==> src/verilog/core_pkg.sv <==
package core_pkg;

    localparam int xlen = 32;

    typedef logic [xlen-1:0] word_t;
    typedef logic [4:0]      reg_idx_t;

    localparam word_t    reset_pc = 32'h8000_0000;
    localparam reg_idx_t exit_reg = 5'd10;  // a0

    // Major opcodes of the supported subset
    localparam logic [6:0] op_imm    = 7'b0010011;
    localparam logic [6:0] op_reg    = 7'b0110011;
    localparam logic [6:0] op_lui    = 7'b0110111;
    localparam logic [6:0] op_branch = 7'b1100011;
    localparam logic [6:0] op_load   = 7'b0000011;
    localparam logic [6:0] op_store  = 7'b0100011;
    localparam logic [6:0] op_system = 7'b1110011;

    // One instruction word, read as I-type or as S/B-type
    typedef union packed {
        struct packed {
            logic [11:0] imm;     // Immediate, or funct7 over rs2
            reg_idx_t    rs1;
            logic [2:0]  funct3;
            reg_idx_t    rd;
            logic [6:0]  opcode;
        } i_view;
        struct packed {
            logic [6:0] imm_hi;
            reg_idx_t   rs2;
            reg_idx_t   rs1;
            logic [2:0] funct3;
            logic [4:0] imm_lo;
            logic [6:0] opcode;
        } s_view;
    } instr_u;

endpackage
==> src/verilog/core_top.sv <==
`timescale 1ns/1ns

module core_top (
    input  logic            clk,
    input  logic            rst,
    input  logic            wb_ack,
    input  core_pkg::word_t wb_dat_r,
    output logic            wb_cyc,
    output logic            wb_stb,
    output logic            wb_we,
    output core_pkg::word_t wb_adr,
    output core_pkg::word_t wb_dat_w,
    output logic            end_flag,
    output core_pkg::word_t exit_code
);
    import core_pkg::*;

    // Fetch to exec
    logic  inst_valid;
    logic  inst_ready;
    word_t inst;
    word_t inst_pc;
    logic  redirect;
    word_t redirect_pc;

    // Exec to load/store
    logic  mem_req;
    logic  mem_we;
    word_t mem_addr;
    word_t mem_wdata;
    logic  mem_done;
    word_t mem_rdata;

    // Masters into the arbiter
    logic  f_cyc;
    logic  f_stb;
    word_t f_adr;
    logic  f_ack;
    word_t f_dat_r;
    logic  d_cyc;
    logic  d_stb;
    logic  d_we;
    word_t d_adr;
    word_t d_dat_w;
    logic  d_ack;
    word_t d_dat_r;

    fetch_unit fetch_i (
        .clk         (clk),
        .rst         (rst),
        .inst_ready  (inst_ready),
        .redirect    (redirect),
        .halt        (end_flag),
        .redirect_pc (redirect_pc),
        .f_ack       (f_ack),
        .f_dat_r     (f_dat_r),
        .inst_valid  (inst_valid),
        .inst        (inst),
        .inst_pc     (inst_pc),
        .f_cyc       (f_cyc),
        .f_stb       (f_stb),
        .f_adr       (f_adr)
    );

    exec_unit exec_i (
        .clk         (clk),
        .rst         (rst),
        .inst_valid  (inst_valid),
        .inst        (inst),
        .inst_pc     (inst_pc),
        .mem_done    (mem_done),
        .mem_rdata   (mem_rdata),
        .inst_ready  (inst_ready),
        .redirect    (redirect),
        .redirect_pc (redirect_pc),
        .halt        (end_flag),      // Halt doubles as the end flag
        .mem_req     (mem_req),
        .mem_we      (mem_we),
        .mem_addr    (mem_addr),
        .mem_wdata   (mem_wdata),
        .exit_code   (exit_code)
    );

    load_store_unit lsu_i (
        .clk       (clk),
        .rst       (rst),
        .mem_req   (mem_req),
        .mem_we    (mem_we),
        .mem_addr  (mem_addr),
        .mem_wdata (mem_wdata),
        .d_ack     (d_ack),
        .d_dat_r   (d_dat_r),
        .mem_done  (mem_done),
        .mem_rdata (mem_rdata),
        .d_cyc     (d_cyc),
        .d_stb     (d_stb),
        .d_we      (d_we),
        .d_adr     (d_adr),
        .d_dat_w   (d_dat_w)
    );

    bus_arbiter arb_i (
        .clk      (clk),
        .rst      (rst),
        .f_cyc    (f_cyc),
        .f_stb    (f_stb),
        .f_adr    (f_adr),
        .f_ack    (f_ack),
        .f_dat_r  (f_dat_r),
        .d_cyc    (d_cyc),
        .d_stb    (d_stb),
        .d_we     (d_we),
        .d_adr    (d_adr),
        .d_dat_w  (d_dat_w),
        .d_ack    (d_ack),
        .d_dat_r  (d_dat_r),
        .wb_cyc   (wb_cyc),
        .wb_stb   (wb_stb),
        .wb_we    (wb_we),
        .wb_adr   (wb_adr),
        .wb_dat_w (wb_dat_w),
        .wb_ack   (wb_ack),
        .wb_dat_r (wb_dat_r)
    );

endmodule

==> src/verilog/bus_arbiter.sv <==
`timescale 1ns/1ns

module bus_arbiter (
    input  logic            clk,
    input  logic            rst,
    input  logic            f_cyc,
    input  logic            f_stb,
    input  core_pkg::word_t f_adr,
    output logic            f_ack,
    output core_pkg::word_t f_dat_r,
    input  logic            d_cyc,
    input  logic            d_stb,
    input  logic            d_we,
    input  core_pkg::word_t d_adr,
    input  core_pkg::word_t d_dat_w,
    output logic            d_ack,
    output core_pkg::word_t d_dat_r,
    output logic            wb_cyc,
    output logic            wb_stb,
    output logic            wb_we,
    output core_pkg::word_t wb_adr,
    output core_pkg::word_t wb_dat_w,
    input  logic            wb_ack,
    input  core_pkg::word_t wb_dat_r
);
    logic locked;   // Bus was owned last cycle
    logic owner_d;  // Last owner, 1 for load/store
    logic sel_d;

    // Owner keeps the bus until it drops cyc; idle bus favors load/store
    assign sel_d = locked ? owner_d : d_cyc;

    always_ff @(posedge clk or posedge rst) begin
        if (rst) begin
            locked  <= 1'b0;
            owner_d <= 1'b0;
        end else begin
            locked  <= wb_cyc;
            owner_d <= sel_d;
        end
    end

    assign wb_cyc   = sel_d ? d_cyc : f_cyc;
    assign wb_stb   = sel_d ? d_stb : f_stb;
    assign wb_we    = sel_d && d_we;   // Fetch side only reads
    assign wb_adr   = sel_d ? d_adr : f_adr;
    assign wb_dat_w = d_dat_w;

    // Responses go to the owner only
    assign f_ack   = !sel_d && wb_ack;
    assign d_ack   = sel_d && wb_ack;
    assign f_dat_r = sel_d ? '0 : wb_dat_r;
    assign d_dat_r = sel_d ? wb_dat_r : '0;

endmodule

==> src/verilog/load_store_unit.sv <==
`timescale 1ns/1ns

module load_store_unit (
    input  logic            clk,
    input  logic            rst,
    input  logic            mem_req,
    input  logic            mem_we,
    input  core_pkg::word_t mem_addr,
    input  core_pkg::word_t mem_wdata,
    input  logic            d_ack,
    input  core_pkg::word_t d_dat_r,
    output logic            mem_done,
    output core_pkg::word_t mem_rdata,
    output logic            d_cyc,
    output logic            d_stb,
    output logic            d_we,
    output core_pkg::word_t d_adr,
    output core_pkg::word_t d_dat_w
);
    logic busy;  // Wishbone cycle open

    always_ff @(posedge clk or posedge rst) begin
        if (rst) begin
            busy <= 1'b0;
            d_we <= 1'b0;
        end else if (mem_req) begin
            busy <= 1'b1;
            d_we <= mem_we;
        end else if (d_ack) begin
            busy <= 1'b0;
        end
    end

    // Request held stable until ack
    always_ff @(posedge clk) begin
        if (mem_req) begin
            d_adr   <= mem_addr;
            d_dat_w <= mem_wdata;
        end
    end

    assign d_cyc = busy;
    assign d_stb = busy;

    assign mem_done  = busy && d_ack;
    assign mem_rdata = d_dat_r;  // Valid with mem_done

endmodule

==> src/verilog/fetch_unit.sv <==
`timescale 1ns/1ns

module fetch_unit (
    input  logic            clk,
    input  logic            rst,
    input  logic            inst_ready,
    input  logic            redirect,
    input  logic            halt,
    input  core_pkg::word_t redirect_pc,
    input  logic            f_ack,
    input  core_pkg::word_t f_dat_r,
    output logic            inst_valid,
    output core_pkg::word_t inst,
    output core_pkg::word_t inst_pc,
    output logic            f_cyc,
    output logic            f_stb,
    output core_pkg::word_t f_adr
);
    import core_pkg::*;

    word_t  pc;        // Address of the next fetch
    logic   busy;
    logic   stale;     // In-flight fetch belongs to the old path
    logic   buf_free;
    logic   start;
    instr_u head;

    assign head = inst;

    // Buffer empty or draining now; no prefetch past a system op
    assign buf_free = !inst_valid || (inst_ready && head.i_view.opcode != op_system);
    assign start    = !busy && !halt && !redirect && buf_free;

    assign f_cyc = busy;
    assign f_stb = busy;

    always_ff @(posedge clk or posedge rst) begin
        if (rst) begin
            pc         <= reset_pc;
            busy       <= 1'b0;
            stale      <= 1'b0;
            inst_valid <= 1'b0;
        end else begin
            if (start) begin
                busy <= 1'b1;
            end else if (f_ack) begin
                busy <= 1'b0;
            end
            if (redirect) begin
                pc    <= redirect_pc;
                stale <= busy && !f_ack;  // Let it finish, drop its data
            end else begin
                if (f_ack && !stale) begin
                    pc <= pc + 4;
                end
                if (f_ack) begin
                    stale <= 1'b0;
                end
            end
            if (redirect) begin
                inst_valid <= 1'b0;
            end else if (f_ack && !stale) begin
                inst_valid <= 1'b1;
            end else if (inst_ready) begin
                inst_valid <= 1'b0;
            end
        end
    end

    always_ff @(posedge clk) begin
        if (start) begin
            f_adr <= pc;
        end
        if (f_ack && !stale && !redirect) begin
            inst    <= f_dat_r;
            inst_pc <= f_adr;
        end
    end

endmodule

==> src/verilog/exec_unit.sv <==
`timescale 1ns/1ns

module exec_unit (
    input  logic             clk,
    input  logic             rst,
    input  logic             inst_valid,
    input  core_pkg::instr_u inst,
    input  core_pkg::word_t  inst_pc,
    input  logic             mem_done,
    input  core_pkg::word_t  mem_rdata,
    output logic             inst_ready,
    output logic             redirect,
    output core_pkg::word_t  redirect_pc,
    output logic             halt,
    output logic             mem_req,
    output logic             mem_we,
    output core_pkg::word_t  mem_addr,
    output core_pkg::word_t  mem_wdata,
    output core_pkg::word_t  exit_code
);
    import core_pkg::*;

    logic       accept;
    logic [6:0] opcode;
    logic       is_addi;
    logic       is_add;
    logic       is_lui;
    logic       is_beq;
    logic       is_load;
    logic       is_store;
    logic       is_ebreak;
    logic       taken;
    word_t      i_imm;
    word_t      s_imm;
    word_t      b_imm;
    word_t      u_imm;
    word_t      rs1_val;
    word_t      rs2_val;
    word_t      a0_val;
    word_t      alu_result;
    logic       rf_we;
    reg_idx_t   rf_rd;
    word_t      rf_wd;
    logic       mem_wait;    // Load or store on the bus
    logic       ld_pending;
    reg_idx_t   ld_rd;

    // Stall while memory is busy, a redirect is under way or after EBREAK
    assign inst_ready = !mem_wait && !redirect && !halt;
    assign accept     = inst_valid && inst_ready;

    assign opcode    = inst.i_view.opcode;
    assign is_addi   = (opcode == op_imm) && (inst.i_view.funct3 == 3'b000);
    assign is_add    = (opcode == op_reg) && (inst.i_view.funct3 == 3'b000)
                       && (inst.i_view.imm[11:5] == 7'b0);
    assign is_lui    = (opcode == op_lui);
    assign is_beq    = (opcode == op_branch) && (inst.s_view.funct3 == 3'b000);
    assign is_load   = (opcode == op_load) && (inst.i_view.funct3 == 3'b010);
    assign is_store  = (opcode == op_store) && (inst.s_view.funct3 == 3'b010);
    assign is_ebreak = (opcode == op_system) && (inst.i_view.imm == 12'h001);

    assign i_imm = {{20{inst.i_view.imm[11]}}, inst.i_view.imm};
    assign s_imm = {{20{inst.s_view.imm_hi[6]}}, inst.s_view.imm_hi, inst.s_view.imm_lo};
    assign b_imm = {{20{inst.s_view.imm_hi[6]}}, inst.s_view.imm_lo[0],
                    inst.s_view.imm_hi[5:0], inst.s_view.imm_lo[4:1], 1'b0};
    assign u_imm = {inst.i_view.imm, inst.i_view.rs1, inst.i_view.funct3, 12'b0};

    reg_file rf_i (
        .clk (clk),
        .rst (rst),
        .we  (rf_we),
        .rd  (rf_rd),
        .rs1 (inst.i_view.rs1),
        .rs2 (inst.s_view.rs2),
        .wd  (rf_wd),
        .rd1 (rs1_val),
        .rd2 (rs2_val),
        .a0  (a0_val)
    );

    always_comb begin
        alu_result = rs1_val + i_imm;  // ADDI by default
        if (is_add) begin
            alu_result = rs1_val + rs2_val;
        end else if (is_lui) begin
            alu_result = u_imm;
        end
    end

    assign taken = is_beq && (rs1_val == rs2_val);

    // Load data lands while the exec side is stalled, so no port clash
    assign rf_we = (accept && (is_addi || is_add || is_lui)) || (mem_done && ld_pending);
    assign rf_rd = mem_wait ? ld_rd : inst.i_view.rd;
    assign rf_wd = mem_wait ? mem_rdata : alu_result;

    assign mem_req   = accept && (is_load || is_store);
    assign mem_we    = is_store;
    assign mem_addr  = rs1_val + (is_store ? s_imm : i_imm);
    assign mem_wdata = rs2_val;

    always_ff @(posedge clk or posedge rst) begin
        if (rst) begin
            mem_wait   <= 1'b0;
            ld_pending <= 1'b0;
            redirect   <= 1'b0;
            halt       <= 1'b0;
            exit_code  <= '0;
        end else begin
            redirect <= accept && taken;
            if (mem_req) begin
                mem_wait   <= 1'b1;
                ld_pending <= is_load;
            end else if (mem_done) begin
                mem_wait <= 1'b0;
            end
            if (accept && is_ebreak) begin
                halt      <= 1'b1;
                exit_code <= a0_val;  // a0 as seen by EBREAK
            end
        end
    end

    always_ff @(posedge clk) begin
        if (accept) begin
            ld_rd       <= inst.i_view.rd;
            redirect_pc <= inst_pc + b_imm;
        end
    end

endmodule

==> src/verilog/reg_file.sv <==
`timescale 1ns/1ns

module reg_file (
    input  logic               clk,
    input  logic               rst,
    input  logic               we,
    input  core_pkg::reg_idx_t rd,
    input  core_pkg::reg_idx_t rs1,
    input  core_pkg::reg_idx_t rs2,
    input  core_pkg::word_t    wd,
    output core_pkg::word_t    rd1,
    output core_pkg::word_t    rd2,
    output core_pkg::word_t    a0
);
    import core_pkg::*;

    word_t regs [1:31];  // No storage behind x0

    always_ff @(posedge clk or posedge rst) begin
        if (rst) begin
            for (int i = 1; i < 32; i++) begin
                regs[i] <= '0;
            end
        end else if (we && rd != '0) begin
            regs[rd] <= wd;
        end
    end

    assign rd1 = (rs1 == '0) ? '0 : regs[rs1];
    assign rd2 = (rs2 == '0) ? '0 : regs[rs2];
    assign a0  = regs[exit_reg];

endmodule

==> config.mk <==
export PLATFORM = sky130hd
export DESIGN_NAME = core_top
export DESIGN_NICKNAME = d
export VERILOG_FILES = /design/src/verilog/core_pkg.sv /design/src/verilog/core_top.sv /design/src/verilog/bus_arbiter.sv /design/src/verilog/load_store_unit.sv /design/src/verilog/fetch_unit.sv /design/src/verilog/exec_unit.sv /design/src/verilog/reg_file.sv
export SDC_FILE = /design/constraint.sdc
export NUM_CORES = 2
export LEC_CHECK = 0
export ABC_AREA = 0
export BUFFER_PORTS_ARGS = -buffer_cell sky130_fd_sc_hd__buf_2
export CORE_MARGIN = 4
export CORE_UTILIZATION = 54
export DETAILED_ROUTE_END_ITERATION = 8
export PLACE_DENSITY = 0.74
export RECOVER_POWER = 25
export SLEW_MARGIN = 20
export SYNTH_ARGS = -nofsm -noshare
export SYNTH_HDL_FRONTEND = slang
export SYNTH_SLANG_ARGS = --single-unit
==> constraint.sdc <==
create_clock -name clk -period 41.3 [get_ports clk]
set_input_delay 6.195 -clock clk [delete_from_list [all_inputs] [get_ports clk]]
set_output_delay 6.195 -clock clk [all_outputs]
set_load 0.01 [all_outputs]
* Yosys cells after proc, flatten, opt, wreduce, memory -nomap -nowiden *
Index checks and enable logic that the tools add are counted.

operators by class
  add/subtract/negate cells = 5
  multiply operators = 0
  div/mod/pow operators = 0
  $lt $le $gt $ge = 4
  equal/unequal tests = 11
  shift-type cells = 0
  multiplexer cells = 32
  bitwise gates (word level) = 3
  reductions and logical operators = 53

operators with widths
  cell                                                                    number
  992-bit bitwise mux                                                     1
  32-bit 2-to-1 mux                                                       14
  32-bit binary-select mux with 5-bit select                              2
  32-bit demux with 5-bit select                                          1
  32-bit adder                                                            4
  32-bit by 3-bit adder with 32-bit output, second input constant         1
  32-bit equality test                                                    1
  1-bit logical AND                                                       29
  7-bit by 6-bit equality test with 1-bit output, second input constant   3
  6-bit greater-or-equal comparator, second input constant                3
  5-bit NOT with 6-bit output                                             3
  7-bit equality test, second input constant                              2
  12-bit by 1-bit equality test with 1-bit output, second input constant  1
  1-bit 2-to-1 mux                                                        12
  5-bit logical NOT                                                       2
  5-bit 2-to-1 mux                                                        2
  2-bit nonzero test                                                      5
  1-bit logical NOT                                                       8
  7-bit by 2-bit equality test with 1-bit output, second input constant   1
  7-bit by 5-bit equality test with 1-bit output, second input constant   1
  7-bit logical NOT                                                       1
  7-bit inequality test, second input constant                            1
  6-bit by 1-bit < comparator with 1-bit output, second input constant    1
  1-bit logical OR                                                        5
  other kinds (4)                                                         4

storage, ports and cells
  bits in registers = 1264
  bits in latches = 0
  RAM bits = 0
  bits in read-only memories = 0
  input port bits = 35
  output and inout bits = 100
  memories kept = 0

* Longest topological paths before layout *
  depth after elaboration = 10
  mapped depth = 27

* Hierarchy *
A second synthesis with hierarchy kept.

unflattened totals
  cell total of the unflattened synthesis = 6095
  area total of the unflattened synthesis = 72603.4 µm²

modules (own cells, without submodules)
  module           instances  cells each  area an instance (µm²)  seq. area each (µm²)
  reg_file         1          4388        54840.1                 24823.8
  exec_unit        1          1120        9237.6                  2011.9
  fetch_unit       1          332         4954.8                  3759.9
  load_store_unit  1          104         2257.2                  1971.9
  bus_arbiter      1          151         1313.8                  50.0

* Worst setup path before layout *
Ideal clock, no wire load.

  path kind = input to register
  start = input port wb_ack
  end = register fetch_i.inst[0], enable pin
  setup time = 0.486 ns
  arrival = 9.295 ns
  required time = 40.814 ns
  setup slack = 31.518 ns
  cell stages on the path = 4
  cells stage by stage = nand2_1 nor2_1 inv_1 nor2_1

between the ends
  cells in the longest elaborated chain, start to end = 3

RTL lines
  item                            line               RTL
  start, declared                 core_top.sv:6      input logic wb_ack,
  1-bit logical AND               bus_arbiter.sv:50  assign f_ack = !sel_d && wb_ack;
  1-bit logical AND (2 in a row)  fetch_unit.sv:74   if (f_ack && !stale && !redirect) begin
  end signal, assigned            fetch_unit.sv:75   inst <= f_dat_r;
  end, declared                   fetch_unit.sv:13   output core_pkg::word_t inst,

No other way between the ends.
A chain may end at the register's enable or synchronous reset.

==> flow_metrics.env <==
export IMPL_crit_path_frequent_cell="buf_4"
export IMPL_status="finished with violations"
export IMPL_dieArea_mm2=0.1355
export IMPL_grt_met1_usage=0.4579
export IMPL_synth_simple_area_share=0.1035
export IMPL_clockBufferDepth=3
export IMPL_clockPowerShare=0.413
export IMPL_intPower_mw=2.201
export IMPL_synth_cells=6167
export IMPL_clock_sinks=1264
export IMPL_grt_setup_unrepaired="false"
export IMPL_synthesis_nets=6269
export IMPL_route_detailed_drc=0
export IMPL_critPathKind="in -> async"
export IMPL_synthXorXnorAreaFrac=0.02051
export IMPL_synth_distinct_cells=117
export IMPL_yosys_top_cells_count="dfrtp_1 (1066), nand2_1 (910), o21ai_0 (617)"
export IMPL_cts_resized=0
export IMPL_synth_seq_cells=1264
export IMPL_yosys_warnings=0
export IMPL_worstPathRequired_ns=42.05
export IMPL_worst_slew_pin_slew_ns=9.063
export IMPL_critical_path_slowest_cell="clkbuf_1"
export IMPL_grt_pass1_wl_mm=353.2
export IMPL_cp_arrival_ns=18.44
export IMPL_firstDrtPassIters=9
export IMPL_yosys_top_cells_area="dfrtp_1 (38%), mux4_2 (14%), edfxtp_1 (8.4%), mux2_2 (6.0%), nand2_1 (4.9%)"
export IMPL_critPathCaptureType="async pin"
export IMPL_place_ws_ns=30.92
export IMPL_vias_per_cell=6.854
export IMPL_gr_usage_all_layers=0.3501
export IMPL_cts_tree="done"
export IMPL_cap_violations=24
export IMPL_critPathLaunch="rst"
export IMPL_yosys_area_top_type_share=0.3809
export IMPL_yosysMostFrequentCell="dfrtp_1"
export IMPL_slew_headroom=-5.042
export IMPL_drt_iter0_drc=7414
export IMPL_synth_ff_type="dfrtp_1"
export IMPL_period_needed_ns=17.69
export IMPL_leakage_nw=32.75
export IMPL_nets=6184
export IMPL_die_w_um=368.1
export IMPL_r2r_start="fetch_i.inst[16]$_SDFFCE_PP0P_"
export IMPL_power_density_mw_per_mm2=40.18
export IMPL_ir_worst_vdd_mv=0.03818
export IMPL_period_share=0.4282
export IMPL_numCtsBuffers=138
export IMPL_startpoint_type="input pin"
export IMPL_die_h_um=368.1
export IMPL_avgSynthCellArea_um2=11.35
export IMPL_fillers=10300
export IMPL_p_sw_mw=0.8766
export IMPL_gp_congestion=1.020
export IMPL_core_area_mm2=0.1282
export IMPL_max_stage_delay_ns=6.46
export IMPL_swShare=0.2849
export IMPL_met3_usage=0.1130
export IMPL_start_util=0.5463
export IMPL_fin_skew_ns=0.02837
export IMPL_synth_top_family_by_area="multiplexers"
export IMPL_cts_setup_buffers=0
export IMPL_layout_drive_gt1_share=0.2253
export IMPL_worst_r2r_setup_slack_ns=24.43
export IMPL_io_pins=135
export IMPL_cts_hold_buf=0
export IMPL_layout_setup_ws_ns=23.61
export IMPL_avgRoutedWirePerCell_um=30.19
export IMPL_path_cells="buf_2, clkinvlp_2, clkbuf_1, buf_4, buf_4, buf_4"
export IMPL_combPwrFrac=0.142
export IMPL_use_met2=0.5097
export IMPL_violations="capacitance limit, slew limit"
export IMPL_timing_rr_end="exec_i.rf_i.regs[981]$_DFFE_PP0P_"
export IMPL_antenna_found_initial=13
export IMPL_grt_ovfl_total=0
export IMPL_wirelength_mm=239.4
export IMPL_synth_mux_area_frac=0.2339
export IMPL_min_from="fetch_i.inst_pc[0]$_DFFE_PP_"
export IMPL_seqPwrFrac=0.445
export IMPL_num_vias=54344
export IMPL_portBuffers=134
export IMPL_hold_path_depth=0
export IMPL_synth_compound_area_share=0.1205
export IMPL_rows=131
export IMPL_hold_viol_final=0
export IMPL_fmax_mhz=56.54
export IMPL_min_to="exec_i.redirect_pc[0]$_DFFE_PP_"
export IMPL_area_growth_pct=9.381
export IMPL_worstPathMaxFanout=165
export IMPL_dp_hpwl_mm=155.9
export IMPL_synth_area_mm2=0.07002
export IMPL_synth_top_area_cell="dfrtp_1"
export IMPL_ys_async_sr_fraction=0.8441
export IMPL_cts_clk_slew_worst_paths_ns=0.06
export IMPL_register_area_mm2=0.03262
export IMPL_hp_class="reg -> reg"
export IMPL_ant_nets=0
export IMPL_grt_pass1_vias=53416
export IMPL_seq_area_frac_synth=0.4658
export IMPL_rr_worst_depth=13
export IMPL_setup_viol=0
export IMPL_synth_fa_ha_area_frac=0.01521
export IMPL_drv_slew=1081
export IMPL_h_tree_depth=4
export IMPL_top_usage_layer="met2"
export IMPL_cts_root_buf="clkbuf_16"
export IMPL_grt_max_degree=166
export IMPL_synth_edf_count=197
export IMPL_multi_input_area_mm2=0.03503
export IMPL_finalSetupTns_ns=0
export IMPL_clock_latency_ns=0.79
[power by group through the flow]
stage                     combinational (mW)  sequential, mW  clock [mW]
after detailed placement               0.423            1.39           0
after global routing                   0.461            1.37        1.33
after CTS                              0.426            1.37        1.28
final                                  0.437            1.37        1.27
after global placement                 0.416            1.39           0
after floorplan                        0.284            1.38           0
[critical path, delay by kind of cell]
kind                   cells  cell delay [ns]
buffers and inverters      6            11.92
[registers in the layout, summed over array words and instances (netlist names), 5 cells and up]
name and count:
exec_i.rf_i.regs 960, fetch_i.pc 32, exec_i.redirect_pc 32, fetch_i.inst_pc 32
exec_i.ld_rd 5, lsu_i.d_dat_w 32, fetch_i.inst 32, fetch_i.f_adr 32
exec_i.exit_code 32, lsu_i.d_adr 32, exec_i.rf_i.a0 32
[worst max path at each step]
| stage | to | depth (start not counted) |
|---|---|---|
| after global placement | exec_i.rf_i.regs[563]$_DFFE_PP0P_ | 6 |
| final | exec_i.rf_i.regs[827]$_DFFE_PP0P_ | 6 |
| after global routing | exec_i.exit_code[13]$_DFFE_PP0P_ | 6 |
| after CTS | exec_i.rf_i.regs[571]$_DFFE_PP0P_ | 6 |
| after floorplan | arb_i.locked$_DFF_PP0_ | 1 |
| after detailed placement | exec_i.rf_i.regs[531]$_DFFE_PP0P_ | 6 |
[layer usage]
metal | share of wire | vias to the layer above
met2 | 0.43 | 3677
met3 | 0.13 | 952
met4 | 0.073 | 8
met1 | 0.37 | 27092
met5 | 0.00019 | -
li1 | - | 22615
[logic make-up (layout without fill, tap and decap cells)]
logic type      after synthesis  after routing
simple gates               1668           1668
compound gates             1384           1384
flops                      1264           1264
mux                        1013           1013
buf+inv                     586            612
xor+xnor                    164            164
fa+ha+maj                    88             88
other cells                   0              7
[cell usage in the layout (no fill, tap or decap), types with 43 or more instances in the layout]
master / count
nand2_1: 899
a31oi_1: 43
a221oi_1: 63
xnor2_1: 103
buf_2: 106
mux4_2: 422
xor2_1: 61
o21ai_0: 614
clkbuf_1: 83
a22oi_1: 69
mux2_2: 376
nand3_1: 79
edfxtp_1: 197
o31ai_1: 45
dfrtp_1: 1065
and2_1: 45
ha_1: 65
o21ai_1: 52
a21oi_1: 219
nor2_1: 345
inv_1: 56
clkbuf_16: 143
mux2i_1: 184
buf_4: 135
[final cells by class]
type / count / share of cell area
multi-input cells: 4317 / 0.4574
inverters: 61 / 0.003038
diodes: 7 / 0.0002287
repair buffers: 300 / 0.02488
well taps: 1729 / 0.02824
clock inverters: 48 / 0.007318
flip-flops and latches: 1264 / 0.4259
clock buffers: 203 / 0.05306
[metrics by stage]
stage	std cells	hold slack, ns	cell area, um^2	util	power [mW]
floorplan	6167	0.4003	70020	-	1.665
global placement	7668	0.4168	72050	0.5621	1.804
detailed placement	7669	0.4090	72070	0.5623	1.813
CTS	7920	0.4255	76690	0.5983	3.071
global route	7924	0.4365	76580	0.5975	3.170
finish	7929	0.4221	76590	0.5976	3.077
(Power assumes the default switching activity.)
